--- src/verilog/CorePkg.sv ---
package CorePkg;

	typedef logic [31:0] word_t;
	typedef logic [4:0] regIdx_t;
	typedef logic [5:0] opcode_t;
	typedef logic [3:0] aluOp_t;
	typedef logic [5:0] memAddr_t;

	// major opcodes
	localparam opcode_t OP_RTYPE = 6'h03;
	localparam opcode_t OP_JUMP = 6'h02;
	localparam opcode_t OP_JAL = 6'h07;
	localparam opcode_t OP_BNE = 6'h04;
	localparam opcode_t OP_BEQ = 6'h05;
	localparam opcode_t OP_ADDI = 6'h09;
	localparam opcode_t OP_ANDI = 6'h0c;
	localparam opcode_t OP_ORI = 6'h0e;
	localparam opcode_t OP_LUI = 6'h0f;
	localparam opcode_t OP_LW = 6'h12;
	localparam opcode_t OP_LBU = 6'h22;
	localparam opcode_t OP_SB = 6'h28;
	localparam opcode_t OP_SW = 6'h2b;

	localparam aluOp_t ALU_NONE = 4'h0;
	localparam aluOp_t ALU_FUNCT = 4'h2;
	localparam aluOp_t ALU_OR = 4'h3;
	localparam aluOp_t ALU_ADD = 4'h4;
	localparam aluOp_t ALU_AND = 4'h5;
	localparam aluOp_t ALU_SUB = 4'h7;
	localparam aluOp_t ALU_LUI = 4'hb;

	// r-type function field
	localparam logic [5:0] FN_SLL = 6'h00;
	localparam logic [5:0] FN_ADD = 6'h20;
	localparam logic [5:0] FN_SUB = 6'h22;
	localparam logic [5:0] FN_AND = 6'h24;
	localparam logic [5:0] FN_OR = 6'h25;
	localparam logic [5:0] FN_SLT = 6'h2a;

	localparam regIdx_t LINK_REG = 5'd31;
	localparam int MEM_WORDS = 64;

	typedef struct packed {
		logic regDst;
		logic regWrite;
		logic memToReg;
		logic jump;
		logic jumpLink;
		logic memRead;
		logic memWrite;
		logic branchEq;
		logic branchNe;
		logic aluSrc;
		logic isSigned;
		logic byteOp;
		aluOp_t aluOp;
	} ctrl_t;

	typedef enum logic {RS_CLEAR, RS_RUN} resetState_e;

endpackage
--- src/verilog/RegisterFile.sv ---
`timescale 1ns/10ps

module RegisterFile import CorePkg::*;
(
	input logic clk,
	input logic reset,
	input regIdx_t rdAddrA,
	input regIdx_t rdAddrB,
	input logic wrEnable,
	input regIdx_t wrAddr,
	input word_t wrData,
	output word_t rdDataA,
	output word_t rdDataB,
	output logic ready
);
	word_t regs [32];
	resetState_e state;
	regIdx_t clearIdx;

	always_ff @(posedge clk)
	begin
		if (reset)
		begin
			state <= RS_CLEAR;
			clearIdx <= '0;
		end
		else if (state == RS_CLEAR)
		begin
			clearIdx <= clearIdx + 5'd1;
			if (clearIdx == 5'd31)
				state <= RS_RUN;
		end
	end

	// walk one register per cycle until all are zero
	always_ff @(posedge clk)
	begin
		if (state == RS_CLEAR)
			regs[clearIdx] <= '0;
		else if (wrEnable && wrAddr != '0)
			regs[wrAddr] <= wrData;
	end

	assign ready = (state == RS_RUN);

	assign rdDataA = (rdAddrA == '0) ? '0 : regs[rdAddrA];
	assign rdDataB = (rdAddrB == '0) ? '0 : regs[rdAddrB];

endmodule

--- config.mk ---
export PLATFORM = sky130hd
export DESIGN_NAME = RegisterFile
export DESIGN_NICKNAME = d
export VERILOG_FILES = /design/src/verilog/CorePkg.sv /design/src/verilog/RegisterFile.sv
export SDC_FILE = /design/constraint.sdc
export NUM_CORES = 1
export LEC_CHECK = 0
export ABC_AREA = 0
export BUFFER_PORTS_ARGS = -buffer_cell sky130_fd_sc_hd__buf_2
export CAP_MARGIN = 20
export CELL_PAD_IN_SITES_DETAIL_PLACEMENT = 1
export CELL_PAD_IN_SITES_GLOBAL_PLACEMENT = 1
export CORE_AREA = 8 8 381 383
export CTS_BUF_LIST = sky130_fd_sc_hd__clkbuf_16
export CTS_CLUSTER_DIAMETER = 40
export DETAILED_ROUTE_END_ITERATION = 6
export DIE_AREA = 0 0 389 391
export HOLD_SLACK_MARGIN = 0.15
export MAX_ROUTING_LAYER = met4
export PLACE_DENSITY_LB_ADDON = 0.1
export SLEW_MARGIN = 20
export SYNTH_ARGS = -nofsm -noshare
export SYNTH_HDL_FRONTEND = slang
export SYNTH_SLANG_ARGS = --single-unit
--- constraint.sdc ---
create_clock -name clk -period 7.16 [get_ports clk]
set_input_delay 0.716 -clock clk [delete_from_list [all_inputs] [get_ports clk]]
set_output_delay 0.716 -clock clk [all_outputs]
set_load 0.02 [all_outputs]
## Yosys cells after proc, flatten, opt, wreduce, memory -nomap -nowiden

Memory sizes are Yosys's and may differ from the RTL's.
Cells that the tools add are included.

| storage, ports and cells | value |
|---|---|
| register bits after elaboration | 6 |
| bits in writable memories | 1,024 |
| word-level logic and storage cells | 21 |
| memories kept | 1 |

| operators by class | value |
|---|---|
| $add $sub $neg | 1 |
| eq/ne operators | 1 |
| muxes and demuxes | 11 |
| reduce and logical (&&, ||, !) cells | 5 |

Memories:

| name | depth | width | read ports | clocked after memory_dff | write ports | RTL line | RTL |
|---|---|---|---|---|---|---|---|
| regs | 32 | 32 | 2 | 0 | 1 | RegisterFile.sv:16 | `word_t regs [32];` |

Operator list:

| operator | number |
|---|---|
| $mux 32 | 3 |
| $reduce_or 32->1 | 1 |
| $logic_not 5->1 | 2 |
| $mux 1 | 7 |
| $add 5x1->5 const B | 1 |
| $eq 5x5->1 const B | 1 |
| $mux 5 | 1 |
| $reduce_bool 5->1 | 1 |
| $logic_and 1x1->1 | 1 |

## Longest topological paths before layout

| logic depth | value |
|---|---|
| depth after elaboration | 7 |
| gate-level depth with buffers | 9 |
| gate-level depth less buffers | 5 |

## Worst setup path before layout

OpenSTA, ideal clock, no wires.

| path | value |
|---|---|
| kind | input -> register |
| start point | in wrAddr[3] |
| end point | mem regs[3][0] (netlist bit), enable pin |
| setup time | 421 ps |
| arrival | 3,187 ps |
| required time | 6,739 ps |
| path slack | 3,551 ps |
| stages on the path | 4 |
| path buffers | 0 |
| path through | or3_4 o31ai_2 mux2_2 nor2_1 |

| between the ends | value |
|---|---|
| longest elaborated chain between the ends | 7 |

RTL lines:

| element | RTL line | RTL |
|---|---|---|
| start, declared | RegisterFile.sv:10 | `input regIdx_t wrAddr,` |
| $reduce_bool 5->1 | RegisterFile.sv:40 | `else if (wrEnable && wrAddr != '0)` |
| $logic_and 1x1->1 | RegisterFile.sv:40 |  |
| $mux 1 | RegisterFile.sv:40 |  |
| $mux 1 | RegisterFile.sv:38 | `if (state == RS_CLEAR)` |
| $mux 1 (implied by the code) | RegisterFile.sv:41 | `regs[wrAddr] <= wrData;` |
| $reduce_or 32->1 (no source line) | -- |  |
| $mux 5 (no source line) / $mux 1 (equally long branches) | -- |  |
| end, declared | RegisterFile.sv:16 |  |

Parallel ways exist; a longest one is shown, timed or not.

## Final worst setup path

| path | value |
|---|---|
| start point | in rdAddrB[3] |
| end point | out rdDataB[15] |

| between the ends | value |
|---|---|
| longest elaborated chain between the ends | 2 |

RTL lines:

| element | RTL line | RTL |
|---|---|---|
| start, declared | RegisterFile.sv:8 | `input regIdx_t rdAddrB,` |
| $mem_v2 32x32 / $logic_not 5->1 (equally long branches) | -- |  |
| $mux 32 * | RegisterFile.sv:47 | `assign rdDataB = (rdAddrB == '0) ? '0 : regs[rdAddrB];` |
| end, declared | RegisterFile.sv:13 | `output word_t rdDataB,` |

Every way passes the cells marked *; elsewhere a longest branch is shown, timed or not.

==> impl_metrics.toml <==
[status]
outcome = "complete, no violations"

[synthesis]
syn-num-nets = 2418
synth_cell_type_count = 52
synth_edf_count = 1024
yosys_warnings = 0
syn_avg_cell_area_um2 = 20.4
async_reset_ff_share_pct = 0
synthFlopType = "edfxtp_1"
ys_ff_latch = 1030
synth-seq-area-share_pct = 64.1
synthCells = 2366
syn_area_um2 = 48200

[routing]
vias = 28035
vias_per_cell = 6.26
avgRoutedWirePerCell_um = 39.3
drtIter0Drc = 3177
drc = 0
drt_pass1_iterations = 5
ant_nets = 0
wl_mm = 176

[power]
power.density_nw_per_um2 = 282
p_leak_nw = 17.0
finalPower_mw = 15.9
ir_drop_v = 0.000208

[cts]
cts.htree.levels = 4
clk_latency_ps = 800
cts_sinks = 1030
cts.path.max_buffers = 3
tritoncts = "built"
cts_made_buffers = 168
clk_pin_slew_worst_paths_ps = 50
postCtsSetupRepairBufs = 0
cts-root-buf = "clkbuf_16"

[grt]
grt_max_degree = 85
grt_usage_pct = 23.5
grt_pass1_wl_mm = 244
antenna_found_initial = 14
grt_pass1_vias = 29419
grt_overflow = 0

[die]
die_height_um = 391
rows = 137
die-width_um = 389
coreArea_um2 = 139000
initial_utilization_pct = 34.7
io-pin-count = 115
dieArea_um2 = 152000

[cells_and_area]
final_common_cell = "edfxtp_1"
multi_input_area_um2 = 16300
final_cell_mix = "1024 x edfxtp_1, 477 x mux4_2, 169 x clkbuf_16"
syn_to_final_growth_pct = 17.4
nets = 2588
drive_above_1_share_pct = 39.1
n_antenna_cell = 0
design_area_um2 = 56600
regArea_um2 = 30900
fill_cells = 13032

[critical_path]
cp_data_required_time_ps = 6440
crit_slowest_cell = "or3b_2"
end_kind = "output pin"
path_class = "input pin to output pin"
cp_max_fo = 47
slowest_delay_ps = 910
startpoint_type = "input pin"
path_cells = "buf_4, or3b_2, buf_4, o221ai_1, a211oi_1, a211oi_2, buf_2"
crit_path_frequent_cell = "buf_4"
critical_path_arrival_ps = 4230

[flow_run]
drv_cap = 0

[place]
port_buffers = 114
pre_cts_slack_ps = 2190
post_dp_cell_area_um2 = 50800
dp_hpwl_mm = 107
place_congestion = 0.808

[timing]
setup-tns-final_ps = 0
hold_violations = 0
setup_viol = 0
relSlewSlack_pct = 23.7
finalCriticalPeriod_ps = 4950
worstMarginPinSlew_ps = 1140
rsz0062_at_grt = "false"
layout_setup_ws_ps = 2210
period_share_pct = 69.1
fmax_ghz = 0.202
maxSlewViolCount = 0
skew_ps = 33.0

[min_path]
hold_path.class = "input pin to flip-flop"
-- worst max-delay path, delay by kind of cell --
| family | cells | cell delay (ps) |
|---|---|---|
| compound gates | 3 | 1180 |
| buf+inv | 3 | 1360 |
| simple gates | 1 | 910 |
-- synth_stat cells (2+ instances only) --
library cell     n  area share, %
a31oi_1          2          0.026
ha_1             2          0.052
nand2b_1         4          0.052
and2_1          35           0.45
buf_4           37           0.58
inv_1            2          0.016
nor2_1          51           0.40
a21oi_2          6           0.11
o221ai_1        61            1.1
nor2b_1         33           0.43
nor4_1           6          0.078
nor3_1          29           0.30
a211oi_2        23           0.60
nand4b_1         2          0.036
a211oi_1        70            1.1
nand3_1          2          0.021
mux4_2         477             22
buf_2           39           0.41
nand2_1          6          0.047
a21oi_1         53           0.55
buf_6           46            1.1
edfxtp_1      1024             64
or3_1            3          0.039
mux2i_1        145            3.0
clkbuf_1        58           0.45
buf_12           3           0.12
dfxtp_1          6           0.25
buf_8            7           0.22
a22o_1          96            1.7
a41oi_1          4          0.073
buf_1            8          0.062
nor4b_1          2          0.036
o41a_1           2          0.047
xor2_1           2          0.036
o22ai_1          3          0.039
-- kinds of logic (layout without fill, tap and decap cells) --
logic type               after synthesis  after routing  synth area share (%)
buffers and inverters                201            510                  2.94
multiplexers                         623            623                  25.3
AND/OR/NAND/NOR                      183            183                  2.08
adder cells (fa/ha/maj)                2              2                0.0519
XOR/XNOR                               3              3                0.0545
AO/OA/AOI/OAI                        324            324                  5.46
flip-flops                          1030           1030                  64.1
-- final timing paths --
| kind | startpoint | to | slack [ps] | depth (start not counted) |
|---|---|---|---|---|
| worst max-delay path | rdAddrB[3] | rdDataB[15] | 2210 | 7 |
| worst min-delay path | wrData[26] | regs[20][26]$_DFFE_PP_ | 550 | 2 |
| worst max register to register | ready$_SDFF_PP0_ | regs[10][21]$_DFFE_PP_ | 3600 | 5 |
| worst min register to register | clearIdx[0]$_SDFFE_PP0N_ | clearIdx[0]$_SDFFE_PP0N_ | 630 | 2 |
-- flip-flops by register name (all words and copies together) (netlist names) --
register  count
regs       1024
ready         1
clearIdx      5
-- per-layer routing --
layer	part of all wire [%]	vias up	routed length (um)	global-route usage, %
li1	-	10809	-	-
met1	43	15657	75400	31.9
met2	47	1308	83100	36.4
met3	7.5	261	13300	4.78
met4	2.6	0	4540	6.34
met5	0	-	0	-
-- stage by stage --
step	std cells	hold slack [ps]	utilization (%)
global placement	4159	603	36.4
floorplan	2366	543	-
finish	4482	546	40.7
detailed placement	4170	623	36.6
global route	4482	528	40.7
CTS	4480	638	40.7
-- timing repair --
item	in CTS	in global routing
hold buffers	1	0
endpoints found under the hold margin	6	0
gates resized for setup	0	0
-- power by group --
group / total (mW) / internal, mW / switching [mW]
Sequential: 6.66 / 6.62 / 0.0342
Clock: 8.16 / 5.08 / 3.08
Combinational: 1.14 / 0.427 / 0.711
-- area by class of cell --
class	count	area share (%)
Clock buffer	169	7.48
Clock inverter	140	2.59
Inverter	2	0.0133
Multi-Input combinational cell	1135	28.7
Sequential cell	1030	54.6
Tap cell	1807	4.00
Timing Repair Buffer	199	2.61
Power figures use the tool's default switching activity.
