### config.mk
export PLATFORM = sky130hd
export DESIGN_NAME = ResultStage_flat
export DESIGN_NICKNAME = d
export VERILOG_FILES = /design/src/verilog/CorePkg.sv /design/src/verilog/StageBus.sv /design/src/verilog/ResultStage.sv /design/src/flat_wrapper.sv
export SDC_FILE = /design/constraint.sdc
export NUM_CORES = 2
export LEC_CHECK = 0
export BUFFER_PORTS_ARGS = -buffer_cell sky130_fd_sc_hd__buf_2
export CAP_MARGIN = 20
export CORE_MARGIN = 2
export CORE_UTILIZATION = 45
export CTS_CLUSTER_SIZE = 25
export DETAILED_ROUTE_END_ITERATION = 8
export SYNTH_ARGS = -nofsm -noshare
export SYNTH_HDL_FRONTEND = slang
export SYNTH_SLANG_ARGS = --single-unit
### constraint.sdc
create_clock -name clk -period 12 [get_ports clk]
set_input_delay 2.4 -clock clk [delete_from_list [all_inputs] [get_ports clk]]
set_output_delay 2.4 -clock clk [all_outputs]
set_load 0.01 [all_outputs]
### src/verilog/CorePkg.sv
package CorePkg;

	typedef logic [31:0] word_t;
	typedef logic [4:0] regIdx_t;
	typedef logic [5:0] opcode_t;
	typedef logic [3:0] aluOp_t;
	typedef logic [5:0] memAddr_t;

	// major opcodes
	localparam opcode_t OP_RTYPE = 6'h03;
	localparam opcode_t OP_JUMP = 6'h02;
	localparam opcode_t OP_JAL = 6'h07;
	localparam opcode_t OP_BNE = 6'h04;
	localparam opcode_t OP_BEQ = 6'h05;
	localparam opcode_t OP_ADDI = 6'h09;
	localparam opcode_t OP_ANDI = 6'h0c;
	localparam opcode_t OP_ORI = 6'h0e;
	localparam opcode_t OP_LUI = 6'h0f;
	localparam opcode_t OP_LW = 6'h12;
	localparam opcode_t OP_LBU = 6'h22;
	localparam opcode_t OP_SB = 6'h28;
	localparam opcode_t OP_SW = 6'h2b;

	localparam aluOp_t ALU_NONE = 4'h0;
	localparam aluOp_t ALU_FUNCT = 4'h2;
	localparam aluOp_t ALU_OR = 4'h3;
	localparam aluOp_t ALU_ADD = 4'h4;
	localparam aluOp_t ALU_AND = 4'h5;
	localparam aluOp_t ALU_SUB = 4'h7;
	localparam aluOp_t ALU_LUI = 4'hb;

	// r-type function field
	localparam logic [5:0] FN_SLL = 6'h00;
	localparam logic [5:0] FN_ADD = 6'h20;
	localparam logic [5:0] FN_SUB = 6'h22;
	localparam logic [5:0] FN_AND = 6'h24;
	localparam logic [5:0] FN_OR = 6'h25;
	localparam logic [5:0] FN_SLT = 6'h2a;

	localparam regIdx_t LINK_REG = 5'd31;
	localparam int MEM_WORDS = 64;

	typedef struct packed {
		logic regDst;
		logic regWrite;
		logic memToReg;
		logic jump;
		logic jumpLink;
		logic memRead;
		logic memWrite;
		logic branchEq;
		logic branchNe;
		logic aluSrc;
		logic isSigned;
		logic byteOp;
		aluOp_t aluOp;
	} ctrl_t;

	typedef enum logic {RS_CLEAR, RS_RUN} resetState_e;

endpackage
### src/verilog/StageBus.sv


interface ForwardBus import CorePkg::*; ();
	// execute entry never carries load data
	logic exFwdValid;
	regIdx_t exFwdDest;
	word_t exFwdData;
	logic resFwdValid;
	regIdx_t resFwdDest;
	word_t resFwdData;

	modport execute (output exFwdValid, exFwdDest, exFwdData);
	modport result (output resFwdValid, resFwdDest, resFwdData);
	modport consumer (input exFwdValid, exFwdDest, exFwdData, resFwdValid, resFwdDest, resFwdData);
endinterface

### src/verilog/ResultStage.sv
`timescale 1ns/10ps

module ResultStage import CorePkg::*;
(
	input logic clk,
	input logic reset,
	input logic exValid,
	input ctrl_t exCtrl,
	input regIdx_t exDest,
	input word_t exAlu,
	input word_t exStore,
	input word_t exPc,
	input logic exTaken,
	input word_t exTarget,
	ForwardBus.result fwd,
	output logic resultValid,
	output logic wbEnable,
	output regIdx_t wbReg,
	output word_t wbData,
	output logic redirectValid,
	output word_t redirectTarget,
	output logic wrEnable,
	output regIdx_t wrAddr,
	output word_t wrData
);
	word_t dataMem [MEM_WORDS];
	memAddr_t memIdx;
	logic [1:0] lane;
	word_t memWord;
	word_t loadData;
	word_t wbValue;

	assign memIdx = exAlu[7:2];
	assign lane = exAlu[1:0];
	assign memWord = dataMem[memIdx];

	always_ff @(posedge clk)
	begin
		if (reset)
		begin
			for (int i = 0; i < MEM_WORDS; i++)
				dataMem[i] <= '0;
		end
		else if (exValid && exCtrl.memWrite)
		begin
			if (exCtrl.byteOp)
				dataMem[memIdx][{lane, 3'b000} +: 8] <= exStore[7:0];
			else
				dataMem[memIdx] <= exStore;
		end
	end

	// little-endian byte lanes
	always_comb
	begin
		if (exCtrl.byteOp)
			loadData = {24'b0, memWord[{lane, 3'b000} +: 8]};
		else
			loadData = memWord;
		if (exCtrl.memToReg)
			wbValue = loadData;
		else if (exCtrl.jumpLink)
			wbValue = exPc + 32'd1;
		else
			wbValue = exAlu;
	end

	assign wrEnable = exValid && exCtrl.regWrite;
	assign wrAddr = exDest;
	assign wrData = wbValue;

	assign fwd.resFwdValid = wrEnable;
	assign fwd.resFwdDest = exDest;
	assign fwd.resFwdData = wbValue;

	always_ff @(posedge clk)
	begin
		if (reset)
		begin
			resultValid <= 1'b0;
			wbEnable <= 1'b0;
			redirectValid <= 1'b0;
		end
		else
		begin
			resultValid <= exValid;
			wbEnable <= wrEnable;
			redirectValid <= exValid && exTaken;
		end
	end

	always_ff @(posedge clk)
	begin
		wbReg <= exDest;
		wbData <= wbValue;
		redirectTarget <= exTarget;
	end

endmodule

### src/flat_wrapper.sv
// flat-port wrapper written by rule: the top's interface ports become plain ports
module ResultStage_flat import CorePkg::*;
  (clk, reset, exValid, exCtrl, exDest, exAlu, exStore, exPc, exTaken, exTarget, resultValid, wbEnable, wbReg, wbData, redirectValid, redirectTarget, wrEnable, wrAddr, wrData, fwd_resFwdValid, fwd_resFwdDest, fwd_resFwdData);
  ForwardBus fwd_i ();
  input logic clk;
  input logic reset;
  input logic exValid;
  input ctrl_t exCtrl;
  input regIdx_t exDest;
  input word_t exAlu;
  input word_t exStore;
  input word_t exPc;
  input logic exTaken;
  input word_t exTarget;
  output logic resultValid;
  output logic wbEnable;
  output regIdx_t wbReg;
  output word_t wbData;
  output logic redirectValid;
  output word_t redirectTarget;
  output logic wrEnable;
  output regIdx_t wrAddr;
  output word_t wrData;
  output wire logic [$bits(fwd_i.resFwdValid)-1:0] fwd_resFwdValid;
  output wire logic [$bits(fwd_i.resFwdDest)-1:0] fwd_resFwdDest;
  output wire logic [$bits(fwd_i.resFwdData)-1:0] fwd_resFwdData;
  assign fwd_resFwdValid = fwd_i.resFwdValid;
  assign fwd_resFwdDest = fwd_i.resFwdDest;
  assign fwd_resFwdData = fwd_i.resFwdData;
  ResultStage u_core (.clk(clk), .reset(reset), .exValid(exValid), .exCtrl(exCtrl), .exDest(exDest), .exAlu(exAlu), .exStore(exStore), .exPc(exPc), .exTaken(exTaken), .exTarget(exTarget), .fwd(fwd_i), .resultValid(resultValid), .wbEnable(wbEnable), .wbReg(wbReg), .wbData(wbData), .redirectValid(redirectValid), .redirectTarget(redirectTarget), .wrEnable(wrEnable), .wrAddr(wrAddr), .wrData(wrData));
endmodule
# Word level (Yosys, flattened, before mapping)

Memories as Yosys holds them, arrays and structs flattened.
Index checks and enable logic that the tools add are counted.

Add/sub/neg operators: 2
Shift operators: 3
Multiplexer cells: 48
Bitwise gates (word level): 32
Reductions and logical operators: 4

Operators with widths:

| operator                                             | count |
|---|---|
| two-way mux 32 bit                                   | 6 |
| two-way mux 1 bit                                    | 41 |
| adder 32 x 1 -> 32 bit, second input constant        | 1 |
| OR 1 bit                                             | 32 |
| OR reduction 32 bit                                  | 1 |
| variable shift 8 x 7 -> 32 bit, first input constant | 1 |
| indexed part select 32 x 6 -> 8 bit                  | 1 |
| indexed part select 8 x 7 -> 32 bit                  | 1 |
| negator 5 -> 7 bit                                   | 1 |
| two-way mux 6 bit                                    | 1 |
| logical AND 1 bit                                    | 3 |

Register bits: 72
RAM bits: 2048
Input bits: 153
Output and inout bits: 148
Word-level logic and storage cells: 96
Memories: 1

Memories:

| memory         | depth | bits a word | read ports | clocked after memory_dff | write ports | line              | source |
|---|---|---|---|---|---|---|---|
| u_core.dataMem | 64    | 32          | 1          | 0                        | 64          | ResultStage.sv:26 | `word_t dataMem [MEM_WORDS];` |

# Depth between registers and ports, before layout

Word-level depth: 7
Gate-level depth with buffers: 16
Depth with buffers taken out: 9

# Worst setup path after synthesis

OpenSTA, ideal clock, no wires.

Kind: input port to output port
Start point: in exAlu[4]
End point: out wrData[6]
Arrival time: 4.946 ns
Required time: 9.600 ns
Slack: 4.654 ns
Stages on the path: 13
Path buffers: 6
Cells stage by stage: buf_4 > buf_4 > buf_4 > buf_2 > buf_2 > mux2_2 > a221oi_1 > a21oi_1 > a221oi_1 > nor2_1 > o41ai_1 > nand3_1 > buf_4

Longest elaborated chain between the ends: 4

RTL lines:

| item                                | line               | source |
|---|---|---|
| from (decl)                         | flat_wrapper.sv:10 | `input word_t exAlu;` |
| memory read (64 x 32 bit) (*)       | -                  |  |
| indexed part select 32 x 6 -> 8 bit | ResultStage.sv:57  | `loadData = {24'b0, memWord[{lane, 3'b000} +: 8]};` |
| two-way mux 32 bit (*)              | ResultStage.sv:56  | `if (exCtrl.byteOp)` |
| two-way mux 32 bit (*)              | ResultStage.sv:60  | `if (exCtrl.memToReg)` |
| to (decl)                           | flat_wrapper.sv:23 | `output word_t wrData;` |

Every way passes the cells marked *; elsewhere a longest branch is shown, timed or not.

# Worst setup path in the final report

Start point: in exAlu[2]
End point: out fwd_resFwdData[7]

Longest elaborated chain between the ends: 4

RTL lines:

| item                                | line               | source |
|---|---|---|
| memory read (64 x 32 bit) (*)       | -                  |  |
| indexed part select 32 x 6 -> 8 bit | ResultStage.sv:57  |  |
| two-way mux 32 bit (*)              | ResultStage.sv:56  |  |
| two-way mux 32 bit (*)              | ResultStage.sv:60  |  |
| to (decl)                           | flat_wrapper.sv:26 | `output wire logic [$bits(fwd_i.resFwdData)-1:0] fwd_resFwdData;` |

Marks and branches as above.

==> summary.txt <==
Run status
  – Outcome: completed

STA
  – Final clock skew: ~0.045 ns
  – Fin. max-slew vios: 0
  – Highest clock rate: 100.1 MHz
  – Final hold vios: 0
  – Post-Route Setup TNS: 0 ns
  – Tmin final: roughly 10 ns
  – Fin crit share: between 80% and 90%
  – RSZ-0062 raised after global routing: false
  – Max transition margin: ~6.5%
  – Setup Viol. Count Final: 0
  – Worst-margin pin slew: ~1.4 ns

Yosys
  – Count leader, synth: nor2_1
  – Synth async-reset ratio: 0%
  – Yosys cell types: 71
  – Dominant cell type by area after synthesis: edfxtp_1
  – Yosys reg bits: 2120
  – Synthesized cell area: just over 0.09 sq mm
  – Top post-synthesis cells by count: nor2_1 (2242), edfxtp_1 (2048), nand2_1 (407), clkbuf_1 (364), nand2b_1 (261)
  – Yosys warning count: 0
  – Post-synth top area share: between 60% and 70%
  – Post-synth EDFFs: 2048
  – Seq/Total Area, Yosys: between 60% and 70%
  – Syn_nets: roughly 7600
  – Synthesized area per cell: 12.57 sq um
  – Syn Inst Count: 7406
  – Main synth FF type: edfxtp_1
  – Largest cells by area after synthesis: edfxtp_1 (66%), nor2_1 (9.0%), mux4_2 (2.7%)

Worst setup path
  – Crit path DAT: 7.59 ns
  – Endpoint type of the worst setup path: primary output
  – CP Launch Type: input port
  – Crit Path Category: in2out
  – CP Data Required Time: between 9 and 10 ns
  – CP max FO: slightly above 70

Finish
  – Fraction of layout cells with a size suffix above 1: between 10% and 20%
  – Total area of sequential cells: ~0.063 sq mm
  – Area grow syn2layout: 12.20%
  – Fill cells: 17631
  – Final net count: between 7000 and 8000
  – Area of the multi-input gates: approximately 0.028 sq mm

Detailed routing
  – Vias/cell: around 6.5
  – Post-route DRC: 0
  – Top Metal Used: met5
  – Met3 Routed Length: 47.74 mm
  – Wire per inst: 33.79 microns
  – Metal-1 WL: between 100 and 150 mm
  – 1st-pass router iterations: 8
  – Post-route ant nets: 0
  – DRT Wirelength: 351.6 mm
  – Met2 Wirelength: 154.4 mm
  – DRT iter0 DRCs: between 10000 and 15000
  – Via count: ~67000

Worst hold path
  – Hold WC Path Type: reg2reg

Power
  – Clk pwr share: 40.1%
  – Logic pwr share: approximately 9.0%
  – Worst VDD drop: 0.1720 mV
  – Net Sw Frac: 25.05%
  – Static Leakage: about 34 nW
  – Total Power: around 17 mW
  – Power per cell area: roughly 160 mW/mm^2
  – Switch Pwr: between 4 and 5 mW
  – Seq pwr share: approximately half
  – Pint: around 13 mW

Floorplanning
  – Die Ht: approximately 460 microns
  – Die width: between 400 and 500 microns
  – Initial Util: 45.37%
  – I/O pin total: roughly 300
  – Placement Rows: about 170
  – Full die area: ~0.21 sq mm
  – Core area: 0.2052 sq mm

Clock network
  – Post-CTS Setup Bufs: 0
  – Post-CTS sizing: 0
  – CTS tree: built
  – CTS H-tree depth: 4
  – CTS clock-pin slew for the worst setup and hold paths: ~0.06 ns
  – Root Buffer: clkbuf_16
  – TritonCTS buffer count: 220
  – TritonCTS Sinks: ~2100
  – Worst-Skew Late Latency: roughly 0.9 ns
  – Clock tree buffer depth: 3
  – CTS hold repair buffers: 0

Global routing
  – GRT Util Overall: roughly 33%
  – Initial antenna violation count: 44
  – Vias in the first global route: roughly 63000
  – Pin count of the biggest net entering global routing: 168
  – First-pass GRT wire length: 487.0 mm
  – Total gr overflow: 0

Placed design
  – Placed wire-length estimate: 216.7 mm
  – Gpl congestion: 0.9250
  – Port buffer count: between 200 and 300

Run
  – Max-cap violation count: 0
layout make-up:
class	count	area share (%)
Antenna cell	32	0.07666
Sequential cell	2120	60.26
Inverter	14	0.06468
Clock buffer	268	5.473
Clock inverter	137	1.225
Tap cell	2688	3.220
Timing Repair Buffer	473	3.046
Multi-Input combinational cell	4673	26.64
sequential cells by signal (all words and copies together), names as in the netlist:
name                   count
u_core.redirectValid       1
u_core.wbEnable            1
u_core.wbData             32
u_core.wbReg               5
u_core.resultValid         1
u_core.redirectTarget     32
u_core.dataMem          2048
path summary, 6_finish.rpt:
path                                from                end  slack, ns  depth (start not counted)
hold / removal     u_core.dataMem[10][9]   u_core.wbData[9]       1.13                          4
setup reg to reg  u_core.dataMem[52][23]   u_core.wbData[7]       7.86                          8
setup / recovery                exAlu[2]  fwd_resFwdData[7]       2.01                         12
hold reg to reg    u_core.dataMem[10][9]   u_core.wbData[9]       1.13                          4
critical path: stages:
cell and delay, ns:
buf_8 0.55, buf_4 0.69, nor2_4 0.08, buf_4 0.32
a22oi_1 0.29, nor2_1 0.08, o21ai_0 0.33, o21ai_0 0.37
nor4_1 1.08, o22ai_1 0.42, or3b_1 0.62, buf_2 0.21
power by group through the flow:
| stage | Combinational, mW | Clock (mW) | Sequential (mW) |
|---|---|---|---|
| floorplan | 0.809 | 0 | 8.70 |
| global placement | 1.46 | 0 | 8.72 |
| detailed placement | 1.46 | 0 | 8.73 |
| CTS | 1.47 | 6.78 | 8.58 |
| global route | 1.54 | 7.06 | 8.61 |
| finish | 1.52 | 6.77 | 8.58 |
per-layer routing:
metal,vias to the layer above,global-route usage (%)
met4,34,20.54
met2,5106,47.83
met5,-,0
met1,33918,42.39
li1,27362,-
met3,905,10.42
per-stage QoR:
step | worst slack, ns | area [sq um] | hold WS [ns] | util [%] | std cells
after global routing | 2.113 | 104400 | 1.175 | 50.87 | 10378
after CTS | 2.453 | 104100 | 1.117 | 50.75 | 10357
after global placement | 2.322 | 97090 | 1.093 | 47.31 | 9947
after floorplan | 4.654 | 93100 | 0.7032 | - | 7406
final | 2.007 | 104500 | 1.130 | 50.90 | 10405
after detailed placement | 2.500 | 97150 | 1.100 | 47.34 | 9952
placed cells by master (no fill, tap or decap), types with 18 or more instances in the layout:
cell type     n
a31oi_1      21
edfxtp_1   2048
clkbuf_1     46
o22ai_1      90
buf_2       287
a221o_1      64
o22a_1       19
buf_4       148
and3_1       18
nand2_1     399
clkbuf_16   221
o21ai_0     141
nand2b_1    261
mux2_2      154
a211oi_1     23
a22o_1       42
clkinv_1     52
a222oi_1     20
clkinv_2     44
a221oi_1    193
nor2_2       47
a22oi_1     184
nor2_1     2191
dfxtp_1      72
mux2i_1     230
nand3_1      37
diode_2      32
mux4_2      110
a21oi_1     142
logic make-up (layout without fill, tap and decap cells):
logic type      count (synthesis)  count (layout)  synth area share (%)
buf+inv                       613             892                 3.102
fa+ha+maj                       6               6               0.08063
xor+xnor                       28              28                0.2634
other cells                     0              32                     0
flops                        2120            2120                 67.61
simple gates                 3070            3070                 13.50
mux                           511             511                 7.202
compound gates               1058            1058                 8.246
(Power assumes the default switching activity.)
