--- src/verilog/CorePkg.sv ---
package CorePkg;

	typedef logic [31:0] word_t;
	typedef logic [4:0] regIdx_t;
	typedef logic [5:0] opcode_t;
	typedef logic [3:0] aluOp_t;
	typedef logic [5:0] memAddr_t;

	// major opcodes
	localparam opcode_t OP_RTYPE = 6'h03;
	localparam opcode_t OP_JUMP = 6'h02;
	localparam opcode_t OP_JAL = 6'h07;
	localparam opcode_t OP_BNE = 6'h04;
	localparam opcode_t OP_BEQ = 6'h05;
	localparam opcode_t OP_ADDI = 6'h09;
	localparam opcode_t OP_ANDI = 6'h0c;
	localparam opcode_t OP_ORI = 6'h0e;
	localparam opcode_t OP_LUI = 6'h0f;
	localparam opcode_t OP_LW = 6'h12;
	localparam opcode_t OP_LBU = 6'h22;
	localparam opcode_t OP_SB = 6'h28;
	localparam opcode_t OP_SW = 6'h2b;

	localparam aluOp_t ALU_NONE = 4'h0;
	localparam aluOp_t ALU_FUNCT = 4'h2;
	localparam aluOp_t ALU_OR = 4'h3;
	localparam aluOp_t ALU_ADD = 4'h4;
	localparam aluOp_t ALU_AND = 4'h5;
	localparam aluOp_t ALU_SUB = 4'h7;
	localparam aluOp_t ALU_LUI = 4'hb;

	// r-type function field
	localparam logic [5:0] FN_SLL = 6'h00;
	localparam logic [5:0] FN_ADD = 6'h20;
	localparam logic [5:0] FN_SUB = 6'h22;
	localparam logic [5:0] FN_AND = 6'h24;
	localparam logic [5:0] FN_OR = 6'h25;
	localparam logic [5:0] FN_SLT = 6'h2a;

	localparam regIdx_t LINK_REG = 5'd31;
	localparam int MEM_WORDS = 64;

	typedef struct packed {
		logic regDst;
		logic regWrite;
		logic memToReg;
		logic jump;
		logic jumpLink;
		logic memRead;
		logic memWrite;
		logic branchEq;
		logic branchNe;
		logic aluSrc;
		logic isSigned;
		logic byteOp;
		aluOp_t aluOp;
	} ctrl_t;

	typedef enum logic {RS_CLEAR, RS_RUN} resetState_e;

endpackage
--- src/verilog/StageBus.sv ---
`timescale 1ns/10ps

interface DecodedOp import CorePkg::*; ();
	logic valid;
	ctrl_t ctrl;
	word_t pc;
	word_t opA;
	word_t opB;
	word_t storeData;
	word_t imm;
	logic [4:0] shamt;
	logic [5:0] funct;
	regIdx_t dest;

	modport source (output valid, ctrl, pc, opA, opB, storeData, imm, shamt, funct, dest);
	modport sink (input valid, ctrl, pc, opA, opB, storeData, imm, shamt, funct, dest);
endinterface

interface ForwardBus import CorePkg::*; ();
	// execute entry never carries load data
	logic exFwdValid;
	regIdx_t exFwdDest;
	word_t exFwdData;
	logic resFwdValid;
	regIdx_t resFwdDest;
	word_t resFwdData;

	modport execute (output exFwdValid, exFwdDest, exFwdData);
	modport result (output resFwdValid, resFwdDest, resFwdData);
	modport consumer (input exFwdValid, exFwdDest, exFwdData, resFwdValid, resFwdDest, resFwdData);
endinterface

--- src/verilog/InstrDecode.sv ---
`timescale 1ns/10ps

module InstrDecode import CorePkg::*;
(
	input logic clk,
	input logic reset,
	input logic instrValid,
	input word_t instr,
	input word_t pc,
	input logic ready,
	ForwardBus.consumer fwd,
	DecodedOp.source dop,
	output regIdx_t rdAddrA,
	output regIdx_t rdAddrB,
	input word_t rdDataA,
	input word_t rdDataB
);
	logic strobe;
	opcode_t opcode;
	regIdx_t rs;
	regIdx_t rt;
	regIdx_t rd;
	ctrl_t ctrl;
	word_t immExt;
	word_t rsVal;
	word_t rtVal;
	regIdx_t dest;

	// youngest producer wins, register 0 stays zero
	function automatic word_t fwdSelect(regIdx_t idx, word_t rfData);
		if (idx == '0)
			return '0;
		if (fwd.exFwdValid && fwd.exFwdDest == idx)
			return fwd.exFwdData;
		if (fwd.resFwdValid && fwd.resFwdDest == idx)
			return fwd.resFwdData;
		return rfData;
	endfunction

	assign strobe = instrValid && ready;
	assign opcode = instr[31:26];
	assign rs = instr[25:21];
	assign rt = instr[20:16];
	assign rd = instr[15:11];

	assign rdAddrA = rs;
	assign rdAddrB = rt;

	always_comb
	begin
		ctrl = '0;
		if (strobe)
		begin
			// regDst regWrite memToReg jump jumpLink memRead
			// memWrite branchEq branchNe aluSrc isSigned byteOp
			case (opcode)
				OP_LW: ctrl = {12'b0110_0100_0110, ALU_ADD};
				OP_LUI: ctrl = {12'b0100_0000_0110, ALU_LUI};
				OP_LBU: ctrl = {12'b0110_0100_0111, ALU_ADD};
				OP_SB: ctrl = {12'b0000_0010_0111, ALU_ADD};
				OP_SW: ctrl = {12'b0000_0010_0110, ALU_ADD};
				OP_RTYPE: ctrl = {12'b1100_0000_0000, ALU_FUNCT};
				OP_ADDI: ctrl = {12'b0100_0000_0100, ALU_ADD};
				OP_ANDI: ctrl = {12'b0100_0000_0100, ALU_AND};
				OP_BEQ: ctrl = {12'b0000_0001_0010, ALU_SUB};
				OP_BNE: ctrl = {12'b0000_0000_1010, ALU_SUB};
				OP_JAL: ctrl = {12'b0100_1000_0000, ALU_ADD};
				OP_JUMP: ctrl = {12'b0001_0000_0000, ALU_NONE};
				OP_ORI: ctrl = {12'b0100_0000_0100, ALU_OR};
				default: ctrl = '0;
			endcase
		end
	end

	// jumps carry their 26-bit target in the immediate slot
	always_comb
	begin
		if (ctrl.jump || ctrl.jumpLink)
			immExt = {6'b0, instr[25:0]};
		else if (ctrl.isSigned)
			immExt = {{16{instr[15]}}, instr[15:0]};
		else
			immExt = {16'b0, instr[15:0]};
	end

	always_comb
	begin
		rsVal = fwdSelect(rs, rdDataA);
		rtVal = fwdSelect(rt, rdDataB);
	end

	always_comb
	begin
		if (ctrl.regDst)
			dest = rd;
		else if (ctrl.jumpLink)
			dest = LINK_REG;
		else
			dest = rt;
	end

	always_ff @(posedge clk)
	begin
		if (reset)
		begin
			dop.valid <= 1'b0;
			dop.ctrl <= '0;
		end
		else
		begin
			dop.valid <= strobe;
			dop.ctrl <= ctrl;
		end
	end

	always_ff @(posedge clk)
	begin
		dop.pc <= pc;
		dop.opA <= rsVal;
		dop.opB <= ctrl.aluSrc ? immExt : rtVal;
		dop.storeData <= rtVal;
		dop.imm <= immExt;
		dop.shamt <= instr[10:6];
		dop.funct <= instr[5:0];
		dop.dest <= dest;
	end

endmodule

--- src/flat_wrapper.sv ---
// flat-port wrapper written by rule: the top's interface ports become plain ports
module InstrDecode_flat import CorePkg::*;
  (clk, reset, instrValid, instr, pc, ready, rdAddrA, rdAddrB, rdDataA, rdDataB, fwd_exFwdValid, fwd_exFwdDest, fwd_exFwdData, fwd_resFwdValid, fwd_resFwdDest, fwd_resFwdData, dop_valid, dop_ctrl, dop_pc, dop_opA, dop_opB, dop_storeData, dop_imm, dop_shamt, dop_funct, dop_dest);
  ForwardBus fwd_i ();
  DecodedOp dop_i ();
  input logic clk;
  input logic reset;
  input logic instrValid;
  input word_t instr;
  input word_t pc;
  input logic ready;
  output regIdx_t rdAddrA;
  output regIdx_t rdAddrB;
  input word_t rdDataA;
  input word_t rdDataB;
  input wire logic [$bits(fwd_i.exFwdValid)-1:0] fwd_exFwdValid;
  input wire logic [$bits(fwd_i.exFwdDest)-1:0] fwd_exFwdDest;
  input wire logic [$bits(fwd_i.exFwdData)-1:0] fwd_exFwdData;
  input wire logic [$bits(fwd_i.resFwdValid)-1:0] fwd_resFwdValid;
  input wire logic [$bits(fwd_i.resFwdDest)-1:0] fwd_resFwdDest;
  input wire logic [$bits(fwd_i.resFwdData)-1:0] fwd_resFwdData;
  output wire logic [$bits(dop_i.valid)-1:0] dop_valid;
  output wire logic [$bits(dop_i.ctrl)-1:0] dop_ctrl;
  output wire logic [$bits(dop_i.pc)-1:0] dop_pc;
  output wire logic [$bits(dop_i.opA)-1:0] dop_opA;
  output wire logic [$bits(dop_i.opB)-1:0] dop_opB;
  output wire logic [$bits(dop_i.storeData)-1:0] dop_storeData;
  output wire logic [$bits(dop_i.imm)-1:0] dop_imm;
  output wire logic [$bits(dop_i.shamt)-1:0] dop_shamt;
  output wire logic [$bits(dop_i.funct)-1:0] dop_funct;
  output wire logic [$bits(dop_i.dest)-1:0] dop_dest;
  assign fwd_i.exFwdValid = fwd_exFwdValid;
  assign fwd_i.exFwdDest = fwd_exFwdDest;
  assign fwd_i.exFwdData = fwd_exFwdData;
  assign fwd_i.resFwdValid = fwd_resFwdValid;
  assign fwd_i.resFwdDest = fwd_resFwdDest;
  assign fwd_i.resFwdData = fwd_resFwdData;
  assign dop_valid = dop_i.valid;
  assign dop_ctrl = dop_i.ctrl;
  assign dop_pc = dop_i.pc;
  assign dop_opA = dop_i.opA;
  assign dop_opB = dop_i.opB;
  assign dop_storeData = dop_i.storeData;
  assign dop_imm = dop_i.imm;
  assign dop_shamt = dop_i.shamt;
  assign dop_funct = dop_i.funct;
  assign dop_dest = dop_i.dest;
  InstrDecode u_core (.clk(clk), .reset(reset), .instrValid(instrValid), .instr(instr), .pc(pc), .ready(ready), .fwd(fwd_i), .dop(dop_i), .rdAddrA(rdAddrA), .rdAddrB(rdAddrB), .rdDataA(rdDataA), .rdDataB(rdDataB));
endmodule
--- config.mk ---
export PLATFORM = sky130hd
export DESIGN_NAME = InstrDecode_flat
export DESIGN_NICKNAME = d
export VERILOG_FILES = /design/src/verilog/CorePkg.sv /design/src/verilog/StageBus.sv /design/src/verilog/InstrDecode.sv /design/src/flat_wrapper.sv
export SDC_FILE = /design/constraint.sdc
export NUM_CORES = 1
export LEC_CHECK = 0
export BUFFER_PORTS_ARGS = -buffer_cell sky130_fd_sc_hd__buf_4
export CORE_AREA = 2 2 159 161
export CTS_BUF_LIST = sky130_fd_sc_hd__clkbuf_8
export DETAILED_ROUTE_END_ITERATION = 6
export DIE_AREA = 0 0 161 163
export SYNTH_ARGS = -nofsm -noshare
export SYNTH_HDL_FRONTEND = slang
export SYNTH_SLANG_ARGS = --single-unit
--- constraint.sdc ---
create_clock -name clk -period 3.85 [get_ports clk]
set_input_delay 0.1925 -clock clk [delete_from_list [all_inputs] [get_ports clk]]
set_output_delay 0.1925 -clock clk [all_outputs]
set_load 0.02 [all_outputs]
==> After elaboration in Yosys (flattened, before gate mapping) <==
Memory sizes are Yosys's and may differ from the RTL's.
Index checks and enable logic that the tools add are counted.
{ "totals": {"wordCells": 67, "mem_bits_ro": 1024, "output_inout_bits": 203, "mem_bits_rw": 0, "register_bits": 193, "latch_bits": 0, "mem_count": 1} }
{ "mem_list": {"columns": ["memory", "depth", "width", "read_ports", "rd_ports_with_merged_regs", "wr", "line", "source"], "rows": [
  ["(name not given)", 64, 16, 1, 0, 0, "InstrDecode.sv:56", "case (opcode)"]
]} }
{ "op_classes": {"bitwise_logic": 1, "n_eq_ne": 4, "muxes": 30, "div": 0, "n_reduce_logical": 9, "n_lt_le_gt_ge": 0, "mul": 0, "n_addsub": 0, "shift": 0} }
{ "op_table": {"columns": ["cell", "n"], "rows": [
  ["32-bit 2-to-1 mux", 15],
  ["5-bit equality test", 4],
  ["16-bit 2-to-1 mux", 1],
  ["1-bit 2-to-1 mux", 12],
  ["5-bit logical NOT", 2],
  ["5-bit 2-to-1 mux", 2],
  ["1-bit logical AND", 5],
  ["2-bit OR reduction", 1],
  ["1-bit logical OR", 1],
  ["1-bit NOT", 1]
]} }

==> Depth between registers and ports, before layout <==
Gate-level depths: netlist (run 1).
{ "logic_depth": {"depth_word": 10, "depth_mapped": 9} }

==> Worst setup path before layout (run 1) <==
OpenSTA, ideal clock, no wires.
{ "synth_path": {"path_kind": "input port to flip-flop", "startpoint": "input port instr[26]", "endpoint": "register u_core.dop.opB[10]", "setup_time_ns": 0.121, "arrival_ns": 1.794, "setup_slack_ns": 1.936, "path_stages": 8, "path_cell_list": "inv_1 -> ha_1 -> nand2b_1 -> a311oi_1 -> nor2b_1 -> buf_2 -> buf_6 -> mux2_2"} }
{ "synth_between": {"elab_chain_cells": 5} }
{ "synth_lines": {"columns": ["item", "line", "source"], "rows": [
  ["start: declaration", "flat_wrapper.sv:9", "input word_t instr;"],
  ["memory 64 x 16 bit *", null, null],
  ["16-bit 2-to-1 mux *", "InstrDecode.sv:52", "if (strobe)"],
  ["1-bit logical OR", "InstrDecode.sv:78", "if (ctrl.jump || ctrl.jumpLink)"],
  ["32-bit 2-to-1 mux", "InstrDecode.sv:78", null],
  ["32-bit 2-to-1 mux *", "InstrDecode.sv:120", "dop.opB <= ctrl.aluSrc ? immExt : rtVal;"],
  ["end signal: assignment", "InstrDecode.sv:120", null],
  ["end: declaration", "StageBus.sv:15", "modport source (output valid, ctrl, pc, opA, opB, storeData, imm, shamt, funct, dest);"]
]} }
Every way passes the cells marked *; elsewhere a longest branch is shown, timed or not.
A chain may end at the register's enable or synchronous reset.

==> Final worst setup path (run 1) <==
{ "layout_path": {"startpoint": "input port instr[25]", "endpoint": "register u_core.dop.opA[21]"} }
{ "layout_between": {"elab_chain_cells": 8, "elab_cells_between_ends": 16, "classes_between": "eq/ne: 2; mux: 11; reduce/logical: 3"} }
{ "layout_lines": {"columns": ["item", "line", "source"], "rows": [
  ["5-bit equality test", "InstrDecode.sv:35", "if (fwd.resFwdValid && fwd.resFwdDest == idx)"],
  ["1-bit logical AND", "InstrDecode.sv:35", null],
  ["1-bit 2-to-1 mux (2 in a row)", "InstrDecode.sv:35", null],
  ["1-bit 2-to-1 mux", "InstrDecode.sv:33", "if (fwd.exFwdValid && fwd.exFwdDest == idx)"],
  ["32-bit 2-to-1 mux", "InstrDecode.sv:37", "return rfData;"],
  ["32-bit 2-to-1 mux", "InstrDecode.sv:35", null],
  ["32-bit 2-to-1 mux *", "InstrDecode.sv:33", null],
  ["end signal: assignment", "InstrDecode.sv:119", "dop.opA <= rsVal;"],
  ["end: declaration", "StageBus.sv:15", null]
]} }
Every way passes the cells marked *; elsewhere a longest branch is shown, timed or not. The select of a mux whose other input is x is not followed.

==> run metrics, run 1 <==
status=completed; final hold violation count=0; total grt overflow=0; DR WL/cell=20.33 um; most frequent cell after synthesis=dfxtp_1; Post-Place Cell Area=0.009986 sq mm; Clock Tree Root=clkbuf_8; final WL=29090 um; PwrDens=389.3 mW/mm^2; Worst Path Required=4140 ps; CTS tree=done; Post-synth EDFFs=0; Post-CTS Setup Inserts=0; Critical Path Start=instr[25]; Primary FF master, synth=dfxtp_1; Placed Cells incl. Taps=1331; CTS buffer count=17; layout cells sized above 1=45.05%; # resized after CTS=0; P_int=2.961 mW; Hold WC Path Type=in2reg; Fmax achieved=390.4 MHz; Arr. time, crit path=2850 ps; Util after Layout=44.94%; First-pass DRT Iterations=6; critical path class=in2reg; Synth Instances=660; Layout Nets=1301; clk slew on worst S/H paths=100 ps; area added between synthesis and finish=62.16%; via count=6801; initial antenna violation count=0; GP Congestion=0.8637; DP Worst Slack=1303 ps; Initial Utilization=27.71%; DP HPWL=21490 um; CP most frequent cell=buf_4; Final Power=4.316 mW; GRT Util Overall=21.22%; Leakage Power=4.928 nW; type of element capturing the critical path=flop; Ports=411; Slew Limit Headroom=31.65%; dominant cells by area after synthesis=dfxtp_1 52%, mux2i_1 5.1%, a211oi_1 3.7%; clock group share of total power=32.1%; combinational share of power=21.9%; fin worst setup slack=1288 ps; clock sinks=176; final hold slack=20.76 ps; Antenna Violating Nets Remaining=0; row count=58; setup TNS=0 ps; RSZ-0062 raised after global routing=no; post-route cell area=0.01109 sq mm; actual slew at the worst max-slew pin=1023 ps; Die Wd=161 um; sequential fraction of the synthesis area=51.53%; Net Sw Frac=31.39%; core area=0.02467 sq mm; fin crit share=66.54%; Post-Syn Area=0.006838 sq mm; Ys Warns=0; Synth Area per Inst=10.36 sq um; H-tree levels=4; count of input and output buffers=410; Longest Clk Path Bufs=2; Iteration-0 DRC Markers=464; largest net degree at the start of global routing=35; setup violators final=0; post-layout min period=2562 ps; Max Slew Vio Count=0; Die H=163 um; Setup crit start kind=input pin; Crit path largest cell delay=780 ps; # fillers=2405; die area=0.02624 sq mm; max_cap viols=0; # DRC=0; non-filler cells, final=1431; Crit-path slowest cell=and3_2; Synth top area share=51.53%; Net Count, Synth=873; Peak VDD IR=0.1624 mV; Synth area leader=dfxtp_1; hold_sp=instr[23]; Synth Register Bits=176; Post-synth top cells=176 x dfxtp_1, 51 x nor2_1, 40 x o21ai_0; first-pass GRT wire length=41920 um; Async S/R FF share, synth=0%; critical path, cell by cell=dlygate4sd3_1, buf_4, xor2_1, nor4_1, and3_2, buf_4, mux2i_1, a211oi_1; sw power=1.355 mW; Avg Vias per Cell=4.753; Seq pwr share=46.0%; post-synth cell types=46; Critical Path Fanout Max=24; vias in the first global route=6849; # diodes=0
final cells by class:
| cell class | count | area, sq um | share of cell area (%) |
|---|---|---|---|
| clock buffer | 17 | 234.0 | 2.110 |
| sequential | 176 | 3523 | 31.78 |
| multi-input combinational | 396 | 2848 | 25.68 |
| inverter | 5 | 18.77 | 0.1693 |
| timing repair buffer | 492 | 3864 | 34.85 |
| tap | 330 | 412.9 | 3.724 |
| clock inverter | 15 | 187.7 | 1.693 |
logic make-up after synthesis:
logic type	share of synthesized area, %
flops	51.53
simple gates	13.58
compound gates	16.23
buf+inv	7.173
mux	7.758
xor+xnor	2.818
fa+ha+maj	0.9149
critical path: cells and delay by family:
family	cells	cell delay, ps
buffers and inverters	3	1070
muxes	1	240
and+or+nand+nor	2	1080
AOI/OAI and AO/OA	1	100
xor gates and xnor gates	1	140
power by group through the flow:
stage / combinational (mW) / clock, mW / sequential, mW
after global routing: 1.00 / 1.50 / 2.00
final: 0.946 / 1.38 / 1.99
after global placement: 0.887 / 0 / 2.03
after floorplan: 0.256 / 0 / 2.18
after detailed placement: 0.893 / 0 / 2.03
after CTS: 0.951 / 1.41 / 1.99
layer usage:
layer	routed length (um)	share of wire, %	vias to the layer above	global-route usage [%]
met4	793	2.7	0	7.752
met5	0	0	-	0
met3	1797	6.2	41	4.558
met1	11720	40	3243	25.43
li1	-	-	3210	-
met2	14780	51	307	37.44
state kept, by name, indices dropped and copies added (netlist names):
| signal | cells |
|---|---|
| u_core.dop.dest | 5 |
| u_core.dop.valid | 1 |
| u_core.dop.opA | 32 |
| u_core.dop.storeData | 32 |
| u_core.dop.pc | 32 |
| u_core.dop.ctrl | 15 |
| u_core.dop.opB | 32 |
| u_core.dop.imm | 27 |
timing repair:
action / in CTS / in global routing
endpoints found under the hold margin: 87 / 0
endpoints found under the setup margin: 0 / 0
hold buffers: 68 / 0
worst paths after layout:
path	endpoint	depth (start not counted)
setup / recovery	u_core.dop.opA[21]	8
hold / removal	u_core.dop.imm[23]	2
layout by cell type (no fill, tap or decap), types with 17 or more instances in the layout:
cell | Yosys | routed
a211oi_1 | 34 | 34
buf_4 | 33 | 424
clkbuf_8 | 0 | 17
dfxtp_1 | 176 | 176
dlygate4sd3_1 | 0 | 68
mux2i_1 | 35 | 35
nand3_1 | 19 | 18
nand4_1 | 18 | 18
nor2_1 | 51 | 50
nor3_1 | 20 | 20
o21ai_0 | 40 | 40
No activity file was read; power rests on OpenSTA's default activity.
==> run 2: changes to the inputs <==
==> constraint.sdc (replaced) <==
create_clock -name clk -period 2.67 [get_ports clk]
set_input_delay 0.1335 -clock clk [delete_from_list [all_inputs] [get_ports clk]]
set_output_delay 0.1335 -clock clk [all_outputs]
set_load 0.02 [all_outputs]
==> run 2 against run 1 <==
Via count increased by 3.3%. Clock power increased by 41%. Global-route usage increased by 0.13 points. Non-clock buffer count increased by 54. Critical endpoint is now u_core.dop.opA[5]. Final area increased by 4.9%. Setup slack got worse by 1100 ps. Highest routed layer unchanged. Sequential cell count unchanged.
==> run metrics, run 2 (same netlist as run 1, synthesis figures left out) <==
core area=0.02467 sq mm (unchanged); Die H=163 um (unchanged); most frequent cells in the layout=427 x buf_4, 176 x dfxtp_1, 116 x dlygate4sd3_1, 50 x nor2_1, 40 x o21ai_0 (was 424 x buf_4, 176 x dfxtp_1, 68 x dlygate4sd3_1, 50 x nor2_1, 40 x o21ai_0); post-layout min period=2503 ps; Initial Utilization=27.71% (unchanged); clk slew on worst S/H paths=100 ps (about the same); Die Wd=161 um (unchanged); largest net degree at the start of global routing=65 (was 35); worst hold endpoint=u_core.dop.opA[4] (was u_core.dop.imm[23]); Worst Path Required=3030 ps (was 4140 ps); die area=0.02624 sq mm (unchanged); RSZ-0062 raised after global routing=no (unchanged); post-route cell area=0.01163 sq mm (was 0.01109 sq mm); Clock Tree Root=clkbuf_8 (unchanged); PwrDens=537.4 mW/mm^2 (was 389.3 mW/mm^2); GRT Util Overall=21.35% (was 21.22%); area added between synthesis and finish=70.14% (was 62.16%); setup violators final=0 (unchanged); hold_sp=rdDataA[4] (was instr[23]); type of element capturing the critical path=flop (unchanged); GP Congestion=0.8339 (was 0.8637); DP Worst Slack=550.9 ps (was 1303 ps); area occupied by multi-input gates=0.002851 sq mm (was 0.002848 sq mm); DP HPWL=21060 um (was 21490 um); Ports=411 (unchanged); FF/Latch Area=0.003523 sq mm (unchanged); status=completed (unchanged); DR WL/cell=19.57 um (was 20.33 um); setup TNS=0 ps (unchanged); first-pass GRT wire length=42300 um (was 41920 um); row count=58 (unchanged); commonest non-fill, non-tap cell in the layout=buf_4 (unchanged); H-tree levels=4 (unchanged); Slew Limit Headroom=39.69% (was 31.65%); critical path class=in2reg (unchanged); Longest Clk Path Bufs=2 (unchanged); Post-Place Cell Area=0.01006 sq mm (was 0.009986 sq mm); fin worst setup slack=167.0 ps (was 1288 ps); Arr. time, crit path=2860 ps (was 2850 ps); # fillers=2339 (was 2405); total grt overflow=0 (unchanged); Antenna Violating Nets Remaining=0 (unchanged); Iteration-0 DRC Markers=388 (was 464); actual slew at the worst max-slew pin=904.6 ps (was 1023 ps); count of input and output buffers=410 (unchanged); max_cap viols=0 (unchanged); final WL=29070 um (was 29090 um); Final Power=6.252 mW (was 4.316 mW); final hold violation count=0 (unchanged); Leakage Power=5.163 nW (was 4.928 nW); Layout Nets=1355 (was 1301); layout cells sized above 1=43.46% (was 45.05%); Critical Path Fanout Max=23 (was 24); vias in the first global route=7217 (was 6849); Hold Path Depth=3 (was 2); Fmax achieved=399.5 MHz; Peak VDD IR=0.2372 mV (was 0.1624 mV); Avg Vias per Cell=4.730 (was 4.753); clock sinks=176 (unchanged); via count=7024 (was 6801); Max Slew Vio Count=0 (unchanged); # DRC=0 (unchanged); fin crit share=93.74%; First-pass DRT Iterations=7 (was 6); initial antenna violation count=0 (unchanged); Hold WC Path Type=in2reg (unchanged); Setup crit start kind=input pin (unchanged); CTS tree=done (unchanged); # diodes=0 (unchanged); CTS buffer count=17 (unchanged)
## run 2: cell types whose count changed in the layout (fill, tap and decap cells not counted), moves of 2 or more
cell           before  now
clkinv_8            3    1
dlygate4sd3_1      68  116
buf_4             424  427
buf_12              0    3
clkinvlp_4          0    2
## run 2: repair_timing
action	in CTS	in global routing
gates resized for setup	0	1
setup buffers	0	1
endpoints found under the hold margin	139	0
setup endpoints to repair	0	3
hold buffers	116	0
## run 2: metal layers
metal | wire, um | vias to the layer above | global-route usage [%]
met1 | 11420 | 3310 | 25.15
met2 | 14750 | 344 | 37.73
met5 | 0 | - | 0
li1 | - | 3319 | -
met3 | 1913 | 51 | 4.227
met4 | 987 | 0 | 9.334
## run 2: metrics by stage
step	cells	utilization, %	hold WS [ps]
2_1_floorplan	660	-	161.2
3_3_place_gp	1336	40.78	237.9
3_5_place_dp	1336	40.78	239.1
4_1_cts	1484	47.10	0.6113
5_1_grt	1485	47.15	11.10
6_report	1485	47.15	32.17
## run 2: worst max-delay path, stage by stage
cell and delay (ps):
dlygate4sd3_1 540, buf_4 170, xor2_1 140, nor4_1 290
and3_4 260, buf_12 210, buf_4 230, mux2i_1 210
a211oi_1 90, dlygate4sd3_1 560
## run 2: how the worst max path moves through the flow
stage,start,endpoint,slack [ps],depth (start not counted)
6_report,instr[25],u_core.dop.opA[5],170,10
5_1_grt,instr[25],u_core.dop.opA[3],60,10
4_1_cts,instr[25],u_core.dop.opA[3],90,10
3_5_place_dp,instr[26],u_core.dop.opB[30],550,9
3_3_place_gp,instr[27],u_core.dop.opB[30],580,9
2_1_floorplan,instr[26],u_core.dop.opB[10],810,8
## run 2: final cells by class
class	instances	share of cell area [%]
Multi-Input combinational cell	396	24.51
Timing Repair Buffer	546	38.05
Sequential cell	176	30.29
Tap cell	330	3.549
Clock inverter	15	1.430
Inverter	5	0.1613
Clock buffer	17	2.011
## run 2: report_power, final
group | internal [mW] | switching (mW)
combinational | 0.721 | 0.721
sequential | 2.80 | 0.0575
clock | 0.787 | 1.16
total | 4.31 | 1.94
